File: src/csr_pkg.sv
package csr_pkg;

    // ------------------------------------------------------------------
    // sizes
    // ------------------------------------------------------------------
    localparam int XLEN     = 32;
    localparam int IDX_W    = 12;
    localparam int IDX_LO_W = 8;    // index bits seen by the register blocks.
    localparam int IMM_W    = 5;
    localparam int CNT_W    = 64;
    localparam int CREDITS  = 2;
    localparam int CREDIT_W = 2;    // holds 0 to CREDITS.

    // block select bit positions
    localparam int SEL_CNT  = 0;
    localparam int SEL_MACH = 1;

    // ------------------------------------------------------------------
    // CSR indexes
    // ------------------------------------------------------------------
    localparam logic [IDX_W-1:0] IDX_CYCLE    = 12'hC00;
    localparam logic [IDX_W-1:0] IDX_INSTRET  = 12'hC02;
    localparam logic [IDX_W-1:0] IDX_CYCLEH   = 12'hC80;
    localparam logic [IDX_W-1:0] IDX_INSTRETH = 12'hC82;
    localparam logic [IDX_W-1:0] IDX_MSTATUS  = 12'h300;
    localparam logic [IDX_W-1:0] IDX_MTVEC    = 12'h305;
    localparam logic [IDX_W-1:0] IDX_MSCRATCH = 12'h340;
    localparam logic [IDX_W-1:0] IDX_MEPC     = 12'h341;
    localparam logic [IDX_W-1:0] IDX_MCAUSE   = 12'h342;

    localparam logic [XLEN-1:0] MSTATUS_MASK     = 32'h0000_0088;  // MPIE and MIE.
    localparam logic [XLEN-1:0] CAUSE_BREAKPOINT = 32'd3;

    // ------------------------------------------------------------------
    // types
    // ------------------------------------------------------------------
    typedef enum logic [1:0]
    {
        OP_RW     = 2'd0,
        OP_RS     = 2'd1,
        OP_RC     = 2'd2,
        OP_EBREAK = 2'd3
    } csr_op_e;

    typedef enum logic
    {
        ST_IDLE = 1'b0,
        ST_EXEC = 1'b1
    } csr_state_e;

endpackage

File: src/csr_op_if.sv
`timescale 1ns/1ps

interface csr_op_if;

    logic                           valid;
    csr_pkg::csr_op_e               op;
    logic [csr_pkg::IDX_LO_W-1:0]   idx;
    logic [csr_pkg::XLEN-1:0]       wdata;
    logic [1:0]                     sel;    // one-hot block select.
    logic [csr_pkg::XLEN-1:0]       pc;

    modport ctrl
    (
        output valid, op, idx, wdata, sel, pc
    );

    modport regs
    (
        input valid, op, idx, wdata, sel, pc
    );

endinterface

File: src/csr_ctrl.sv
`timescale 1ns/1ps

module csr_ctrl
(
    input  logic                        i_clk,
    input  logic                        i_arst_n,
    input  logic                        i_req_valid,
    input  csr_pkg::csr_op_e            i_req_op,
    input  logic [csr_pkg::IDX_W-1:0]   i_req_idx,
    input  logic                        i_req_imm_sel,
    input  logic [csr_pkg::IMM_W-1:0]   i_req_imm,
    input  logic [csr_pkg::XLEN-1:0]    i_req_rdata,
    input  logic [csr_pkg::XLEN-1:0]    i_req_pc,
    input  logic [csr_pkg::XLEN-1:0]    i_cnt_rdata,
    input  logic                        i_cnt_hit,
    input  logic [csr_pkg::XLEN-1:0]    i_mach_rdata,
    input  logic                        i_mach_hit,
    output logic                        o_rsp_valid,
    output logic [csr_pkg::XLEN-1:0]    o_rsp_data,
    output logic                        o_rsp_illegal,
    output logic                        o_credit,
    output logic                        o_trap_valid,
    csr_op_if.ctrl                      op_if
);

    csr_pkg::csr_state_e            state;
    csr_pkg::csr_op_e               ex_op;
    logic [csr_pkg::IDX_W-1:0]      ex_idx;
    logic [csr_pkg::XLEN-1:0]       ex_wdata;
    logic [csr_pkg::XLEN-1:0]       ex_pc;
    logic [csr_pkg::CREDIT_W-1:0]   outstanding;
    logic [1:0]                     idx_cat;
    logic [1:0]                     sel;
    logic [csr_pkg::XLEN-1:0]       rd_data;
    logic                           rd_legal;
    logic                           exec;

    // ------------------------------------------------------------------
    // request staging
    // ------------------------------------------------------------------
    always_ff @(posedge i_clk or negedge i_arst_n)
    begin
        if (!i_arst_n)
            state <= csr_pkg::ST_IDLE;
        else
            state <= i_req_valid ? csr_pkg::ST_EXEC : csr_pkg::ST_IDLE;
    end

    always_ff @(posedge i_clk)
    begin
        if (i_req_valid)
        begin
            ex_op    <= i_req_op;
            ex_idx   <= i_req_idx;
            ex_wdata <= i_req_imm_sel ?
                        {{(csr_pkg::XLEN-csr_pkg::IMM_W){1'b0}}, i_req_imm} : i_req_rdata;
            ex_pc    <= i_req_pc;
        end
    end

    assign exec    = (state == csr_pkg::ST_EXEC);
    assign idx_cat = ex_idx[9:8];

    // bits 11:10 must also match, so that aliases such as 0x000 or 0xB00 miss.
    always_comb
    begin
        sel = 2'b00;
        if (ex_op == csr_pkg::OP_EBREAK)
            sel[csr_pkg::SEL_MACH] = 1'b1;
        else if (idx_cat == 2'b00 && ex_idx[11:10] == csr_pkg::IDX_CYCLE[11:10])
            sel[csr_pkg::SEL_CNT] = 1'b1;
        else if (idx_cat == 2'b11 && ex_idx[11:10] == csr_pkg::IDX_MSTATUS[11:10])
            sel[csr_pkg::SEL_MACH] = 1'b1;
    end

    assign op_if.valid = exec;
    assign op_if.op    = ex_op;
    assign op_if.idx   = ex_idx[csr_pkg::IDX_LO_W-1:0];
    assign op_if.wdata = ex_wdata;
    assign op_if.sel   = sel;
    assign op_if.pc    = ex_pc;

    // ------------------------------------------------------------------
    // read multiplexing and response
    // ------------------------------------------------------------------
    always_comb
    begin
        rd_data  = '0;
        rd_legal = 1'b0;
        if (ex_op == csr_pkg::OP_EBREAK)
            rd_legal = 1'b1;    // a breakpoint answers with zero data.
        else if (sel[csr_pkg::SEL_CNT])
        begin
            rd_data  = i_cnt_rdata;
            rd_legal = i_cnt_hit;
        end
        else if (sel[csr_pkg::SEL_MACH])
        begin
            rd_data  = i_mach_rdata;
            rd_legal = i_mach_hit;
        end
    end

    always_ff @(posedge i_clk or negedge i_arst_n)
    begin
        if (!i_arst_n)
        begin
            o_rsp_valid   <= 1'b0;
            o_rsp_illegal <= 1'b0;
            o_credit      <= 1'b0;
            o_trap_valid  <= 1'b0;
        end
        else
        begin
            o_rsp_valid   <= exec;
            o_rsp_illegal <= exec && !rd_legal;
            o_credit      <= exec;
            o_trap_valid  <= exec && (ex_op == csr_pkg::OP_EBREAK);
        end
    end

    always_ff @(posedge i_clk)
    begin
        o_rsp_data <= rd_legal ? rd_data : '0;
    end

    // count of requests whose credit has not come back yet.
    always_ff @(posedge i_clk or negedge i_arst_n)
    begin
        if (!i_arst_n)
            outstanding <= '0;
        else
        begin
            case ({i_req_valid, o_credit})
                2'b10:   outstanding <= outstanding + 1'b1;
                2'b01:   outstanding <= outstanding - 1'b1;
                default: ;
            endcase
        end
    end

    a_credit_limit : assert property (@(posedge i_clk) disable iff (!i_arst_n)
        i_req_valid |-> (outstanding != csr_pkg::CREDIT_W'(csr_pkg::CREDITS)));

    a_hit_selected : assert property (@(posedge i_clk) disable iff (!i_arst_n)
        (!i_cnt_hit || (exec && sel[csr_pkg::SEL_CNT])) &&
        (!i_mach_hit || (exec && sel[csr_pkg::SEL_MACH])));

    a_exec_counted : assert property (@(posedge i_clk) disable iff (!i_arst_n)
        (state == csr_pkg::ST_EXEC) |-> (outstanding != '0));

endmodule

File: src/csr_counters.sv
`timescale 1ns/1ps

module csr_counters
(
    input  logic                        i_clk,
    input  logic                        i_arst_n,
    input  logic                        i_instr_retired,
    csr_op_if.regs                      op_if,
    output logic [csr_pkg::XLEN-1:0]    o_rdata,
    output logic                        o_hit
);

    logic [csr_pkg::CNT_W-1:0]  cycle_q;
    logic [csr_pkg::CNT_W-1:0]  instret_q;
    logic [csr_pkg::XLEN-1:0]   rd;
    logic                       idx_known;
    logic                       write_try;

    always_ff @(posedge i_clk or negedge i_arst_n)
    begin
        if (!i_arst_n)
        begin
            cycle_q   <= '0;
            instret_q <= '0;
        end
        else
        begin
            cycle_q <= cycle_q + 1'b1;
            if (i_instr_retired)
                instret_q <= instret_q + 1'b1;
        end
    end

    always_comb
    begin
        idx_known = 1'b1;
        case (op_if.idx)
            csr_pkg::IDX_CYCLE[7:0]:    rd = cycle_q[31:0];
            csr_pkg::IDX_INSTRET[7:0]:  rd = instret_q[31:0];
            csr_pkg::IDX_CYCLEH[7:0]:   rd = cycle_q[63:32];
            csr_pkg::IDX_INSTRETH[7:0]: rd = instret_q[63:32];
            default:
            begin
                rd        = '0;
                idx_known = 1'b0;
            end
        endcase
    end

    // a set or clear with a zero operand is a plain read.
    assign write_try = (op_if.op == csr_pkg::OP_RW) ||
                       ((op_if.op != csr_pkg::OP_EBREAK) && (op_if.wdata != '0));

    assign o_hit   = op_if.valid && op_if.sel[csr_pkg::SEL_CNT] && idx_known && !write_try;
    assign o_rdata = o_hit ? rd : '0;

endmodule

File: src/csr_machine.sv
`timescale 1ns/1ps

module csr_machine
(
    input  logic                        i_clk,
    input  logic                        i_arst_n,
    csr_op_if.regs                      op_if,
    output logic [csr_pkg::XLEN-1:0]    o_rdata,
    output logic                        o_hit,
    output logic [csr_pkg::XLEN-1:0]    o_trap_pc
);

    logic [csr_pkg::XLEN-1:0]   mstatus_q;
    logic [csr_pkg::XLEN-1:0]   mtvec_q;
    logic [csr_pkg::XLEN-1:0]   mscratch_q;
    logic [csr_pkg::XLEN-1:0]   mepc_q;
    logic [csr_pkg::XLEN-1:0]   mcause_q;
    logic [csr_pkg::XLEN-1:0]   cur;
    logic [csr_pkg::XLEN-1:0]   upd;
    logic                       idx_known;
    logic                       selected;
    logic                       trap;

    // ------------------------------------------------------------------
    // read port
    // ------------------------------------------------------------------
    always_comb
    begin
        idx_known = 1'b1;
        case (op_if.idx)
            csr_pkg::IDX_MSTATUS[7:0]:  cur = mstatus_q;
            csr_pkg::IDX_MTVEC[7:0]:    cur = mtvec_q;
            csr_pkg::IDX_MSCRATCH[7:0]: cur = mscratch_q;
            csr_pkg::IDX_MEPC[7:0]:     cur = mepc_q;
            csr_pkg::IDX_MCAUSE[7:0]:   cur = mcause_q;
            default:
            begin
                cur       = '0;
                idx_known = 1'b0;
            end
        endcase
    end

    assign selected = op_if.valid && op_if.sel[csr_pkg::SEL_MACH];
    assign trap     = selected && (op_if.op == csr_pkg::OP_EBREAK);
    assign o_hit    = selected && idx_known;
    assign o_rdata  = o_hit ? cur : '0;

    // ------------------------------------------------------------------
    // update
    // ------------------------------------------------------------------
    always_comb
    begin
        case (op_if.op)
            csr_pkg::OP_RW: upd = op_if.wdata;
            csr_pkg::OP_RS: upd = cur | op_if.wdata;
            csr_pkg::OP_RC: upd = cur & ~op_if.wdata;
            default:        upd = cur;
        endcase
    end

    always_ff @(posedge i_clk or negedge i_arst_n)
    begin
        if (!i_arst_n)
        begin
            mstatus_q  <= '0;
            mtvec_q    <= '0;
            mscratch_q <= '0;
            mepc_q     <= '0;
            mcause_q   <= '0;
        end
        else if (trap)
        begin
            mepc_q   <= {op_if.pc[csr_pkg::XLEN-1:2], 2'b00};
            mcause_q <= csr_pkg::CAUSE_BREAKPOINT;
        end
        else if (o_hit)
        begin
            case (op_if.idx)
                csr_pkg::IDX_MSTATUS[7:0]:  mstatus_q  <= upd & csr_pkg::MSTATUS_MASK;
                csr_pkg::IDX_MTVEC[7:0]:    mtvec_q    <= upd;
                csr_pkg::IDX_MSCRATCH[7:0]: mscratch_q <= upd;
                csr_pkg::IDX_MEPC[7:0]:     mepc_q     <= {upd[csr_pkg::XLEN-1:2], 2'b00};
                csr_pkg::IDX_MCAUSE[7:0]:   mcause_q   <= upd;
                default: ;
            endcase
        end
    end

    assign o_trap_pc = {mtvec_q[csr_pkg::XLEN-1:2], 2'b00};   // direct mode only.

endmodule

File: src/csr_unit.sv
`timescale 1ns/1ps

module csr_unit
(
    input  logic                        i_clk,
    input  logic                        i_arst_n,
    input  logic                        i_req_valid,
    input  csr_pkg::csr_op_e            i_req_op,
    input  logic [csr_pkg::IDX_W-1:0]   i_req_idx,
    input  logic                        i_req_imm_sel,
    input  logic [csr_pkg::IMM_W-1:0]   i_req_imm,
    input  logic [csr_pkg::XLEN-1:0]    i_req_rdata,
    input  logic [csr_pkg::XLEN-1:0]    i_req_pc,
    input  logic                        i_instr_retired,
    output logic                        o_rsp_valid,
    output logic [csr_pkg::XLEN-1:0]    o_rsp_data,
    output logic                        o_rsp_illegal,
    output logic                        o_credit,
    output logic                        o_trap_valid,
    output logic [csr_pkg::XLEN-1:0]    o_trap_pc
);

    logic [csr_pkg::XLEN-1:0]   cnt_rdata;
    logic                       cnt_hit;
    logic [csr_pkg::XLEN-1:0]   mach_rdata;
    logic                       mach_hit;

    csr_op_if u_op_if ();

    csr_ctrl u_ctrl
    (
        .i_clk          (i_clk),
        .i_arst_n       (i_arst_n),
        .i_req_valid    (i_req_valid),
        .i_req_op       (i_req_op),
        .i_req_idx      (i_req_idx),
        .i_req_imm_sel  (i_req_imm_sel),
        .i_req_imm      (i_req_imm),
        .i_req_rdata    (i_req_rdata),
        .i_req_pc       (i_req_pc),
        .i_cnt_rdata    (cnt_rdata),
        .i_cnt_hit      (cnt_hit),
        .i_mach_rdata   (mach_rdata),
        .i_mach_hit     (mach_hit),
        .o_rsp_valid    (o_rsp_valid),
        .o_rsp_data     (o_rsp_data),
        .o_rsp_illegal  (o_rsp_illegal),
        .o_credit       (o_credit),
        .o_trap_valid   (o_trap_valid),
        .op_if          (u_op_if.ctrl)
    );

    csr_counters u_counters
    (
        .i_clk              (i_clk),
        .i_arst_n           (i_arst_n),
        .i_instr_retired    (i_instr_retired),
        .op_if              (u_op_if.regs),
        .o_rdata            (cnt_rdata),
        .o_hit              (cnt_hit)
    );

    csr_machine u_machine
    (
        .i_clk      (i_clk),
        .i_arst_n   (i_arst_n),
        .op_if      (u_op_if.regs),
        .o_rdata    (mach_rdata),
        .o_hit      (mach_hit),
        .o_trap_pc  (o_trap_pc)
    );

endmodule

File: config.mk
export PLATFORM = sky130hd
export DESIGN_NAME = csr_unit
export DESIGN_NICKNAME = d
export VERILOG_FILES = /design/src/csr_pkg.sv /design/src/csr_op_if.sv /design/src/csr_ctrl.sv /design/src/csr_counters.sv /design/src/csr_machine.sv /design/src/csr_unit.sv
export SDC_FILE = /design/constraint.sdc
export NUM_CORES = 1
export LEC_CHECK = 0
export BUFFER_PORTS_ARGS = -buffer_cell sky130_fd_sc_hd__buf_2
export CORE_MARGIN = 3
export CORE_UTILIZATION = 50
export CTS_CLUSTER_DIAMETER = 40
export DETAILED_ROUTE_END_ITERATION = 8
export GPL_TIMING_DRIVEN = 0
export MAX_ROUTING_LAYER = met4
export PLACE_DENSITY_LB_ADDON = 0.3
export SLEW_MARGIN = 20
export SYNTH_ARGS = -nofsm -noshare
export SYNTH_HDL_FRONTEND = slang
export SYNTH_SLANG_ARGS = --single-unit
File: constraint.sdc
create_clock -name i_clk -period 4.6 [get_ports i_clk]
set_input_delay 0.46 -clock i_clk [delete_from_list [all_inputs] [get_ports i_clk]]
set_output_delay 0.46 -clock i_clk [all_outputs]
set_load 0.005 [all_outputs]
==> metrics.cfg <==
[synth]
synth_top_area_share_pct=37.88
synth_area_sq_um=17180
synthTopCellsByCount=dfrtp_1, nand2_1, o21ai_1
synth_area_leaders=dfrtp_1, edfxtp_1, dfxtp_1
ys.flop_type=dfrtp_1
async_reset_ff_share_pct=70.65
synth_top_cell_by_area=dfrtp_1
syn_area_per_cell_sq_um=10.68
synth.most_common_cell=dfrtp_1
yosys_warnings=0
synth_cells=1609
seq_area_frac_synth_pct=54.90
ys_ff_latch=368
ys_types=69
synth-edff-count=76

[layout]
layout-drive-gt1-share_pct=18.85
diodes=0
finalNetCount=1906
fin_area_sq_um=20320
area_growth_pct=18.28

[run]
drv_cap=0

[cts]
clock_path_buffers=3
insertion_delay_ns=0.59
htreeDepth=2
root_buffer=clkbuf_16
cts_buffers=49
path_clk_slew_ns=0.06
cts_tree=built
clock_sinks=368

[sta]
maxSlewViolCount=0
setup_viol=0
skew_ns=0.02099
slew_headroom_pct=20.93
worst_slack_ns=1.475
min_period_over_period_pct=67.94
hold_slack_ns=0.04159
rsz0062_at_grt=false
min_period_ns=3.125
worst_pin_slew_ns=1.183
fmax_ghz=0.3200
finalHoldViolCount=0

[die]
coreArea_sq_um=33700
core.rowCount=67
start_util_pct=50.97
die-width_um=191.3
dieArea_sq_um=36610
die_h_um=191.3
io_pins=156

[global_route]
track_usage_pct=30.30
grt_pass1_vias=14040
grt_max_degree=94
grt.met1_usage_pct=43.43
grt_pass1_wl_um=82230
use_met2_pct=41.82
use_met3_pct=6.969
antenna_found_initial=0
grt.busiest_layer=met1
grt-ovfl-total=0

[power_and_ir_drop]
power.leakage_nw=8.704
vdd_ir_drop_max_uv=282.6
power_density_nw_per_um2=399.5

[critical_path]
crit_type=reg2reg
crit_family=simple AND/OR/NAND/NOR gates
cp_num_buf_inv=2
max_stage_delay_ns=0.95
slowest_stage=nor4b_2
critical_path_required_ns=5.05
end_kind=flip-flop
cp.arrival_ns=3.58
cp-start-kind=flip-flop
worstPathMaxFanout=10
crit_chain=buf_6, nor4b_2, nand2b_1, buf_2, nor2_1, a221oi_1, o22ai_1

[status]
status=complete, no violations

[route]
drt_first_pass_iters=7
via_count=14440
wl_per_cell_um=23.23
drt_iter0_drc=1712
viasPerCell=6.265
routed_wirelength_um=53540
drtAntennaViolNets=0
drc=0

[placement]
placed_cell_area_sq_um=18580
portBuffers=151
dpl_worst_slack_ns=1.572
routabilityCongestion=0.9970
dp_hpwl_um=38430

[hold_path]
hold_path.class=in2reg

-- registers in the layout, summed over array words and instances (netlist names), 2 cells and up --
name / cells
u_counters.cycle_q: 64
u_counters.instret_q: 64
u_ctrl.o_rsp_data: 32
u_ctrl.op_if.wdata: 32
u_machine.mcause_q: 32
u_machine.mscratch_q: 32
u_machine.mtvec_q: 32
u_ctrl.op_if.pc: 30
u_machine.mepc_q: 30
u_ctrl.ex_idx: 12
u_ctrl.op_if.op: 2
u_machine.mstatus_q: 2
-- report_power, final --
group / switching [mW] / total [mW] / leakage (nW) / internal (mW)
Clock: 1.55 / 3.95 / 0.831 / 2.40
Sequential: 0.148 / 3.63 / 4.49 / 3.48
Combinational: 0.333 / 0.529 / 3.38 / 0.197
Total: 2.03 / 8.12 / 8.70 / 6.08
-- worst reg2reg max path, stage by stage (launching register included) --
cell	delay (ns)
edfxtp_1	0.54
buf_6	0.21
nor4b_2	0.95
nand2b_1	0.41
buf_2	0.31
nor2_1	0.17
a221oi_1	0.07
o22ai_1	0.32
-- worst paths after layout --
kind	startpoint	cells past startpoint	slack (ns)	to
worst max register to register	u_ctrl.ex_idx[6]	7	1.47	u_ctrl.o_rsp_data[10]
worst min register to register	u_ctrl.op_if.valid	0	0.38	u_ctrl.o_rsp_valid
min in group asynchronous	i_arst_n	2	0.50	u_counters.cycle_q[50]
worst min-delay path	i_req_pc[8]	1	0.04	u_ctrl.op_if.pc[8]
max in group asynchronous	i_arst_n	3	3.18	u_machine.mscratch_q[5]
worst max-delay path	u_ctrl.ex_idx[6]	7	1.47	u_ctrl.o_rsp_data[10]
-- per-stage QoR --
| step | setup TNS, ns | cells | util, % | power (mW) |
|---|---|---|---|---|
| after floorplan | 0 | 1610 | - | 3.932 |
| after global placement | -435.74 | 2209 | 54.89 | 4.177 |
| after detailed placement | 0 | 2212 | 55.15 | 4.200 |
| after CTS | 0 | 2305 | 60.29 | 8.123 |
| after global routing | 0 | 2305 | 60.29 | 8.356 |
| final | 0 | 2305 | 60.29 | 8.116 |
-- what timing repair did --
| action | 4_1_cts | 5_1_grt |
|---|---|---|
| hold buffers | 1 | 0 |
| gates resized for setup | 0 | 0 |
| hold endpoints to repair | 87 | 0 |
| setup buffers | 0 | 0 |
-- kinds of logic after synthesis --
kind of cell,count (synthesis),share of synthesized area [%]
DFF,368,54.90
muxes,61,3.802
buffers and inverters,189,5.216
xor gates and xnor gates,125,6.374
adders and majority gates,2,0.1457
AOI/OAI and AO/OA,393,15.71
other,1,0.02183
and+or+nand+nor,470,13.84
-- per-layer routing --
metal  vias up  routed length [um]
met5         -                   0
met4         0                2364
met3       163                5697
met2       948               22580
met1      7023               22900
li1       6306                   -
-- cell type report --
type / count / area [sq um]
plain buffers: 128 / 666.9
clock buffers: 59 / 1380
clock inverters: 33 / 342.8
fillers: 2848 / 13380
inverters: 61 / 229.0
multi-input cells: 1053 / 6855
flip-flops and latches: 368 / 9429
well taps: 448 / 560.5
repair buffers: 155 / 853.3
-- cell usage in the layout, fill, tap and decap left out, types with 5 or more instances in the layout --
| cell type | n |
|---|---|
| dfrtp_1 | 260 |
| buf_2 | 166 |
| nand2_1 | 141 |
| o21ai_1 | 110 |
| nor2_1 | 90 |
| edfxtp_1 | 76 |
| clkbuf_1 | 70 |
| xor2_1 | 65 |
| inv_1 | 61 |
| a21oi_1 | 61 |
| xnor2_1 | 60 |
| a22oi_1 | 57 |
| clkbuf_16 | 54 |
| nand3_1 | 49 |
| a221oi_1 | 45 |
| nand4_1 | 40 |
| buf_4 | 36 |
| nor3_1 | 34 |
| mux2_2 | 34 |
| dfxtp_1 | 32 |
| nor2b_1 | 29 |
| o32a_1 | 29 |
| mux2i_1 | 27 |
| nor4_1 | 26 |
| a32o_1 | 25 |
| o22ai_1 | 24 |
| and3_1 | 14 |
| o32ai_1 | 8 |
| clkinv_4 | 8 |
| o21ai_0 | 7 |
| clkinv_2 | 7 |
| or3_1 | 6 |
| nand2b_1 | 6 |
| a31oi_1 | 6 |
| clkinvlp_4 | 6 |
| inv_6 | 6 |
| and2_1 | 5 |
| or4_1 | 5 |
No activity file was read; power rests on OpenSTA's default activity.
